==> config.mk <==
export PLATFORM = sky130hd
export DESIGN_NAME = pmodJstkTop
export DESIGN_NICKNAME = d
export VERILOG_FILES = /design/src/jstkPkg.sv /design/src/byteLink.sv /design/src/spiByteEngine.sv /design/src/jstkPacketCtrl.sv /design/src/directionClassifier.sv /design/src/pmodJstkTop.sv
export VERILOG_INCLUDE_DIRS = /design/src /design/src/include
export SDC_FILE = /design/constraint.sdc
export NUM_CORES = 1
export LEC_CHECK = 0
export ABC_AREA = 0
export BUFFER_PORTS_ARGS = -buffer_cell sky130_fd_sc_hd__buf_2
export CAP_MARGIN = 10
export CORE_MARGIN = 4
export CORE_UTILIZATION = 35
export DETAILED_ROUTE_END_ITERATION = 12
export GPL_ROUTABILITY_DRIVEN = 1
export GPL_TIMING_DRIVEN = 0
export PLACE_DENSITY_LB_ADDON = 0.05
export RECOVER_POWER = 50
export SYNTH_ARGS = -nofsm -noshare
export SYNTH_HDL_FRONTEND = slang
export SYNTH_SLANG_ARGS = --single-unit
==> constraint.sdc <==
create_clock -name CLK -period 8.9 [get_ports CLK]
set_input_delay 1.78 -clock CLK [delete_from_list [all_inputs] [get_ports CLK]]
set_output_delay 1.78 -clock CLK [all_outputs]
set_load 0.005 [all_outputs]
==> src/include/jstk_consts.svh <==
`ifndef JSTK_CONSTS_SVH
`define JSTK_CONSTS_SVH

// SPI timing in CLK cycles
`define JSTK_SCLK_HALF      4       // CLK cycles per SCLK half period
`define JSTK_POLL_CYCLES    2000    // Frame start to frame start

// Frame contents
`define JSTK_FRAME_BYTES    5       // Bytes per joystick frame
`define JSTK_CMD_BYTE       8'h80   // Sent in every byte slot

// Direction thresholds
`define JSTK_LEFT_MIN       550     // x at or above means left
`define JSTK_RIGHT_MAX      450     // x at or below means right
`define JSTK_Y_LOW          320     // Lower edge of the y window
`define JSTK_Y_HIGH         720     // Upper edge of the y window

`endif

==> src/jstkPkg.sv <==
package jstkPkg;

	// ========================================================================
	// Data types shared by the joystick datapath
	// ========================================================================

	// One byte on the SPI wire
	typedef logic [7:0] spiByteT;

	// Axis reading as the module reports it
	typedef logic [9:0] axisT;

	// Steering direction, encoding matches the
	// two-bit code driven off chip
	typedef enum logic [1:0] {
		STRAIGHT = 2'd0,
		LEFT     = 2'd1,
		BACK     = 2'd2,
		RIGHT    = 2'd3
	} directionT;

endpackage

==> src/byteLink.sv <==
`timescale 1ns/1ps

// Byte request handshake between frame controller and SPI engine
interface byteLink import jstkPkg::*; ();

	logic    start;   // One-cycle transfer request
	spiByteT txByte;  // Byte to shift out on MOSI
	logic    busy;    // High while a byte is on the wire
	spiByteT rxByte;  // Last byte shifted in from MISO

	// Frame controller side
	modport ctrl (
		output start,
		output txByte,
		input  busy,
		input  rxByte
	);

	// SPI engine side
	modport engine (
		input  start,
		input  txByte,
		output busy,
		output rxByte
	);

endinterface

==> src/spiByteEngine.sv <==
`timescale 1ns/1ps
`include "jstk_consts.svh"

module spiByteEngine import jstkPkg::*; (
	input  logic   CLK,
	input  logic   RST,
	byteLink.engine link,
	input  logic   MISO,
	output logic   SCLK,
	output logic   MOSI
);

	// ========================================================================
	// Mode-0 byte shifter, SCLK made from CLK by a half-period counter
	// ========================================================================

	localparam int HalfW = $clog2(`JSTK_SCLK_HALF + 1);

	logic [HalfW-1:0] halfCnt;    // CLK cycles into current half period
	logic [3:0]       bitCnt;     // Falling edges seen so far
	logic             sclkPhase;  // Internal copy of SCLK
	logic             busyReg;
	spiByteT          txShift;    // MSB drives MOSI
	spiByteT          rxShift;    // Fills from the LSB end
	logic             halfDone;

	assign halfDone = (halfCnt == HalfW'(`JSTK_SCLK_HALF - 1));

	// Outputs straight from registers
	assign SCLK        = sclkPhase;
	assign MOSI        = txShift[7];  // MSB first
	assign link.busy   = busyReg;
	assign link.rxByte = rxShift;     // Stable until next start

	always_ff @(posedge CLK or posedge RST) begin
		if (RST) begin
			halfCnt   <= '0;
			bitCnt    <= '0;
			sclkPhase <= 1'b0;
			busyReg   <= 1'b0;
			txShift   <= '0;  // Keeps MOSI low out of reset
		end else if (!busyReg) begin
			// Idle, clock parked low
			halfCnt   <= '0;
			bitCnt    <= '0;
			sclkPhase <= 1'b0;
			if (link.start) begin
				busyReg <= 1'b1;
				txShift <= link.txByte;  // First bit on MOSI ahead of first rise
			end
		end else if (bitCnt == 4'd8) begin
			busyReg <= 1'b0;  // Extra cycle after eighth fall, then done
		end else if (halfDone) begin
			halfCnt   <= '0;
			sclkPhase <= ~sclkPhase;
			if (!sclkPhase) begin
				// Rising edge
			end else begin
				// Falling edge, next bit out
				txShift <= {txShift[6:0], 1'b0};
				bitCnt  <= bitCnt + 4'd1;
			end
		end else begin
			halfCnt <= halfCnt + HalfW'(1);
		end
	end

	// Receive side, no reset on the payload
	always_ff @(posedge CLK) begin
		if (busyReg && halfDone && !sclkPhase && bitCnt != 4'd8)
			rxShift <= {rxShift[6:0], MISO};  // Sample on SCLK rise
	end

endmodule

==> src/jstkPacketCtrl.sv <==
`timescale 1ns/1ps
`include "jstk_consts.svh"

module jstkPacketCtrl import jstkPkg::*; (
	input  logic   CLK,
	input  logic   RST,
	byteLink.ctrl  link,
	output logic   SS,
	output axisT   xAxis,
	output axisT   yAxis,
	output logic   sampleValid
);

	// ========================================================================
	// Poll timer, five-byte frame sequencer and axis decode
	// ========================================================================

	localparam int PollW = $clog2(`JSTK_POLL_CYCLES);
	localparam int HalfW = $clog2(`JSTK_SCLK_HALF + 1);
	localparam int CntW  = $clog2(`JSTK_FRAME_BYTES + 1);

	typedef enum logic [2:0] {
		stIdle,
		stSelect,   // SS low, lead-in half period
		stRequest,  // start high for this one cycle
		stWait,     // Byte on the wire
		stGap,      // Half period between bytes
		stRelease   // Publish axes, raise SS
	} ctrlStateT;

	ctrlStateT        state;
	logic [PollW-1:0] pollCnt;
	logic             pollTick;
	logic [HalfW-1:0] halfCnt;
	logic             halfDone;
	logic [CntW-1:0]  byteCnt;
	logic [39:0]      frame;     // First byte ends up in the top octet

	assign pollTick = (pollCnt == PollW'(`JSTK_POLL_CYCLES - 1));
	assign halfDone = (halfCnt == HalfW'(`JSTK_SCLK_HALF - 1));

	assign link.start  = (state == stRequest);
	assign link.txByte = spiByteT'(`JSTK_CMD_BYTE);  // Same command every slot

	// Free-running poll timer
	always_ff @(posedge CLK or posedge RST) begin
		if (RST)
			pollCnt <= '0;
		else if (pollTick)
			pollCnt <= '0;
		else
			pollCnt <= pollCnt + PollW'(1);
	end

	// Frame FSM
	always_ff @(posedge CLK or posedge RST) begin
		if (RST) begin
			state       <= stIdle;
			SS          <= 1'b1;
			halfCnt     <= '0;
			byteCnt     <= '0;
			sampleValid <= 1'b0;
			xAxis       <= '0;
			yAxis       <= '0;
		end else begin
			sampleValid <= 1'b0;  // Single-cycle pulse
			case (state)
				stIdle: begin
					byteCnt <= '0;
					if (pollTick) begin
						SS    <= 1'b0;
						state <= stSelect;
					end
				end
				stSelect: begin
					if (halfDone) begin
						halfCnt <= '0;
						state   <= stRequest;
					end else begin
						halfCnt <= halfCnt + HalfW'(1);
					end
				end
				stRequest: state <= stWait;  // Engine sees start on this edge
				stWait: begin
					if (!link.busy) begin
						byteCnt <= byteCnt + CntW'(1);
						state   <= stGap;
					end
				end
				stGap: begin
					if (halfDone) begin
						halfCnt <= '0;
						if (byteCnt == CntW'(`JSTK_FRAME_BYTES))
							state <= stRelease;
						else
							state <= stRequest;
					end else begin
						halfCnt <= halfCnt + HalfW'(1);
					end
				end
				stRelease: begin
					SS          <= 1'b1;
					sampleValid <= 1'b1;
					// Byte 1 low y, byte 2 high y, byte 3 low x, byte 4 high x
					yAxis       <= {frame[25:24], frame[39:32]};
					xAxis       <= {frame[9:8], frame[23:16]};
					state       <= stIdle;
				end
				default: state <= stIdle;
			endcase
		end
	end

	// Received bytes, shifted in as each one completes
	always_ff @(posedge CLK) begin
		if (state == stWait && !link.busy)
			frame <= {frame[31:0], link.rxByte};
	end

endmodule

==> src/directionClassifier.sv <==
`timescale 1ns/1ps
`include "jstk_consts.svh"

module directionClassifier import jstkPkg::*; (
	input  logic      CLK,
	input  logic      RST,
	input  axisT      xAxis,
	input  axisT      yAxis,
	input  logic      sampleValid,
	output directionT direction
);

	// ========================================================================
	// Threshold compare against the sampled stick position
	// ========================================================================

	logic yInWindow;  // y inside the left/right band
	logic xLeft;
	logic xRight;

	assign yInWindow = (yAxis >= axisT'(`JSTK_Y_LOW)) && (yAxis <= axisT'(`JSTK_Y_HIGH));
	assign xLeft     = (xAxis >= axisT'(`JSTK_LEFT_MIN));
	assign xRight    = (xAxis <= axisT'(`JSTK_RIGHT_MAX));

	always_ff @(posedge CLK or posedge RST) begin
		if (RST) begin
			direction <= STRAIGHT;
		end else if (sampleValid) begin
			// Priority order, sideways wins over forward/back
			if (xLeft && yInWindow)
				direction <= LEFT;
			else if (xRight && yInWindow)
				direction <= RIGHT;
			else if (yAxis < axisT'(`JSTK_Y_LOW))
				direction <= STRAIGHT;
			else if (yAxis > axisT'(`JSTK_Y_HIGH))
				direction <= BACK;
			// Dead zone keeps last direction
		end
	end

endmodule

==> src/pmodJstkTop.sv <==
`timescale 1ns/1ps

module pmodJstkTop (
	input  logic       CLK,
	input  logic       RST,
	input  logic       MISO,         // From joystick
	output logic       SS,           // Active low select
	output logic       SCLK,
	output logic       MOSI,
	output logic [9:0] xAxis,
	output logic [9:0] yAxis,
	output logic       sampleValid,  // One pulse per frame
	output logic [1:0] direction
);

	// ========================================================================
	// Engine, frame controller and classifier
	// ========================================================================

	byteLink link ();

	// SPI wire side
	spiByteEngine uEngine (
		.CLK  (CLK),
		.RST  (RST),
		.link (link),
		.MISO (MISO),
		.SCLK (SCLK),
		.MOSI (MOSI)
	);

	// Framing and axis decode
	jstkPacketCtrl uCtrl (
		.CLK         (CLK),
		.RST         (RST),
		.link        (link),
		.SS          (SS),
		.xAxis       (xAxis),
		.yAxis       (yAxis),
		.sampleValid (sampleValid)
	);

	// Steering output
	directionClassifier uClassifier (
		.CLK         (CLK),
		.RST         (RST),
		.xAxis       (xAxis),
		.yAxis       (yAxis),
		.sampleValid (sampleValid),
		.direction   (direction)
	);

endmodule

==> impl_metrics.csv <==
group,metric,value,unit
worst_setup_path,reg2reg_depth,4,
placement,post-place-ws,6.38,ns
synth,synth.cell_area,4030,um^2
cts,clk_latency,0.34,ns
synth,ys_ff_latch,102,
grt,grt_pass1_vias,2340,
cells_and_area,fillers,1044,
synth,synth_ff_type,"dfrtp_1",
worst_hold_path,hold_path.class,"reg2reg",
timing,setup_ws,6.14,ns
routing,drtIter0Drc,119,
synth,syn-num-nets,291,
routing,ant_nets,0,
floorplanning,core,11100,um^2
synth,synth_warnings,0,
cts,tritoncts,"done",
worst_hold_path,hold_path.startpoint,"uCtrl.frame[0]$_DFFE_PP_",
grt,grt.overflow.total,0,
cts,cts_resized,0,
worst_setup_path,cp_cell_sequence,"buf_2",
synth,synth_area_per_cell,14.3,um^2
synth,async_reset_ff_share,52.9,%
worst_hold_path,whs_path_depth,0,
cells_and_area,area_growth,15.8,%
worst_setup_path,critical-path-top-delay-family,"flip-flops",
outcome,violations,"capacitance limit, slew limit",
worst_setup_path,end_kind,"primary output",
worst_setup_path,rr_startpoint,"uCtrl.state[2]$_DFFE_PP0P_",
routing,drtPass1Iterations,4,
power,p_leak,2.03,nW
placement,io_buffers,28,
worst_setup_path,worstPathRequired,7.12,ns
worst_setup_path,worst-path-max-fanout,2,
power,clockPowerShare,44.5,%
grt,grt_usage,11.5,%
power,swShare,20.2,%
timing,period_share,31.0,%
worst_setup_path,crit_type,"reg2out",
outcome,status,"complete, but fails checks",
cts,cts-root-buf,"clkbuf_16",
timing,fin_setup_tns,0,ns
floorplanning,die_w,115,um
placement,dpl.hpwl,4570,um
routing,wire_per_inst,14.8,um
synth,ys_types,49,
timing,slew_viol_final,17,
cells_and_area,final_core_util,42.1,%
routing,routed_wl,6920,um
timing,rsz0062_at_grt,"false",
cts,postCtsSetupBuffers,0,
timing,hold_viol,0,
floorplanning,die_h,115,um
power,p_comb_share,0.7,%
timing,min_period,2.76,ns
synth,synth_edf_count,48,
power,internal-power,0.713,mW
power,ir_drop,0.148,mV
floorplanning,start_util,36.4,%
power,power.switching,0.181,mW
grt,antenna_found_initial,0,
worst_setup_path,crit_start,"uCtrl.SS$_DFFE_PP1P_",
synth,synth_top_area_share,35.8,%
grt,grt_start_max_net_pins,32,
timing,fmax,0.363,GHz
cells_and_area,drive_gt1_share,22.6,%
worst_setup_path,path_depth,1,
cells_and_area,diodes,0,
routing,drc,0,
synth,seq_area_frac_synth,69.3,%
worst_setup_path,rr_endpoint,"uCtrl.frame[29]$_DFFE_PP_",
cts,clk_path_buf_depth,2,
placement,gp_congestion,0.795,
synth,synth_area_leader_cell,"edfxtp_1",
worst_setup_path,slowest_delay,0.53,ns
floorplanning,die_area,13300,um^2
grt,grt_pass1_wl,11800,um
worst_setup_path,reg2reg_setup_slack,6.32,ns
floorplanning,io_pins,29,
cts,numClockSinks,102,
worst_setup_path,crit_buf_inv,1,
floorplanning,rows,38,
synth,ys_top_cells_by_area,"edfxtp_1 (36%), dfrtp_1 (33%), mux2_2 (5.9%)",
power,p_per_area,191,nW/um^2
worst_setup_path,critPathLaunchType,"flop",
routing,via_per_inst,4.92,
timing,tightest_slew,1.52,ns
worst_hold_path,worstHoldEndpoint,"uCtrl.frame[8]$_DFFE_PP_",
power,total_power,0.893,mW
routing,vias,2299,
synth,synth_cells,281,
worst_setup_path,critical_path_arrival,0.98,ns
timing,hold_ws,0.423,ns
timing,relSlewSlack,-1.62,%
worst_setup_path,cpMaxStageDelayCell,"dfstp_2",
power,p_seq_share,54.8,%
timing,fin_skew,0.00881,ns
cells_and_area,final_net_count,332,
cts,cts_buffers,9,
cts,ctsHoldBuffers,0,
cts,clk_pin_slew,0.07,ns
job,cap_violations,1,
timing,finalSetupViolCount,0,
cts,htree_levels,3,
synthesized netlist by cell type, drive strengths merged, types with 7 or more instances:
cell	n
a21oi	9
nand3	9
nand2	13
mux2	21
nor2	26
ha	7
edfxtp	48
inv	11
xor2	8
dfrtp	53
o21ai	8
area by class of cell:
type	count	area [um^2]	share of cell area, %
Tap cell	140	175	3.75
Sequential cell	102	2790	59.9
Timing Repair Buffer	30	188	4.02
Multi-Input combinational cell	162	1140	24.5
Buffer	6	22.5	0.483
Clock buffer	9	225	4.83
Inverter	11	41.3	0.885
Clock inverter	7	78.8	1.69
worst max path at each step:
stage	end	slack, ns
final	SS	6.14
after global routing	SS	6.10
after CTS	SS	6.12
after detailed placement	uCtrl.SS$_DFFE_PP1P_	6.38
after global placement	uEngine.bitCnt[1]$_DFFE_PP0P_	4.92
after floorplan	uClassifier.direction[0]$_DFFE_PP0P_	5.81
flip-flops by register name, summed over array words and instances, names as in the netlist:
signal and flops:
uEngine.link.busy 1, uCtrl.yAxis 10, uCtrl.SS 1, uCtrl.xAxis 10, uCtrl.state 3, uEngine.bitCnt 4
uCtrl.byteCnt 3, uEngine.SCLK 1, uEngine.halfCnt 3, uCtrl.pollCnt 11, uCtrl.sampleValid 1, uCtrl.frame 40
uCtrl.halfCnt 3, uEngine.link.rxByte 8, uEngine.txShift 1, uClassifier.direction 2
per-stage QoR:
| step | instances | area [um^2] |
|---|---|---|
| finish | 467 | 4670 |
| global placement | 449 | 4350 |
| CTS | 467 | 4710 |
| global route | 467 | 4670 |
| detailed placement | 451 | 4400 |
| floorplan | 281 | 4030 |
cells in the final DEF, fill, tap and decap left out, drive strengths merged, types with 2 or more instances in the layout:
| cell type | n |
|---|---|
| nand2b | 5 |
| nand4 | 5 |
| xor2 | 8 |
| inv | 14 |
| a21boi | 2 |
| nand3b | 2 |
| nor3 | 2 |
| nor4b | 2 |
| or4 | 2 |
| nor2b | 4 |
| clkinv | 3 |
| mux2 | 21 |
| a21oi | 9 |
| edfxtp | 48 |
| buf | 30 |
| nor4 | 4 |
| o21ai | 8 |
| nor2 | 26 |
| dfrtp | 53 |
| a211o | 2 |
| ha | 7 |
| xnor2 | 3 |
| nand2 | 13 |
| mux2i | 5 |
| nand3 | 9 |
| clkbuf | 15 |
| a22o | 3 |
| a31oi | 5 |
metal layers:
metal | share of wire [%] | global-route usage, % | wire length, um
met3 | 4.0 | 3.47 | 277
met2 | 46 | 17.9 | 3220
met4 | 1.2 | 4.23 | 85
met1 | 48 | 15.2 | 3340
met5 | 0 | 0 | 0
power by group through the flow:
| stage | registers [mW] | logic (mW) | clock network [mW] |
|---|---|---|---|
| 4_1_cts | 0.490 | 0.00695 | 0.412 |
| 5_1_grt | 0.490 | 0.00771 | 0.430 |
| 6_report | 0.490 | 0.00633 | 0.397 |
| 3_5_place_dp | 0.500 | 0.00692 | 0 |
| 3_3_place_gp | 0.500 | 0.00581 | 0 |
| 2_1_floorplan | 0.500 | 0.00358 | 0 |
cells by family after synthesis:
kind of cell,Yosys count,synth area share (%)
AOI/OAI and AO/OA,38,6.27
xor gates and xnor gates,11,2.39
adders and majority gates,8,2.42
and+or+nand+nor,79,10.9
buffers and inverters,17,1.64
DFF,102,69.3
muxes,26,7.11
Note: power is estimated with default switching activity, not from simulation.
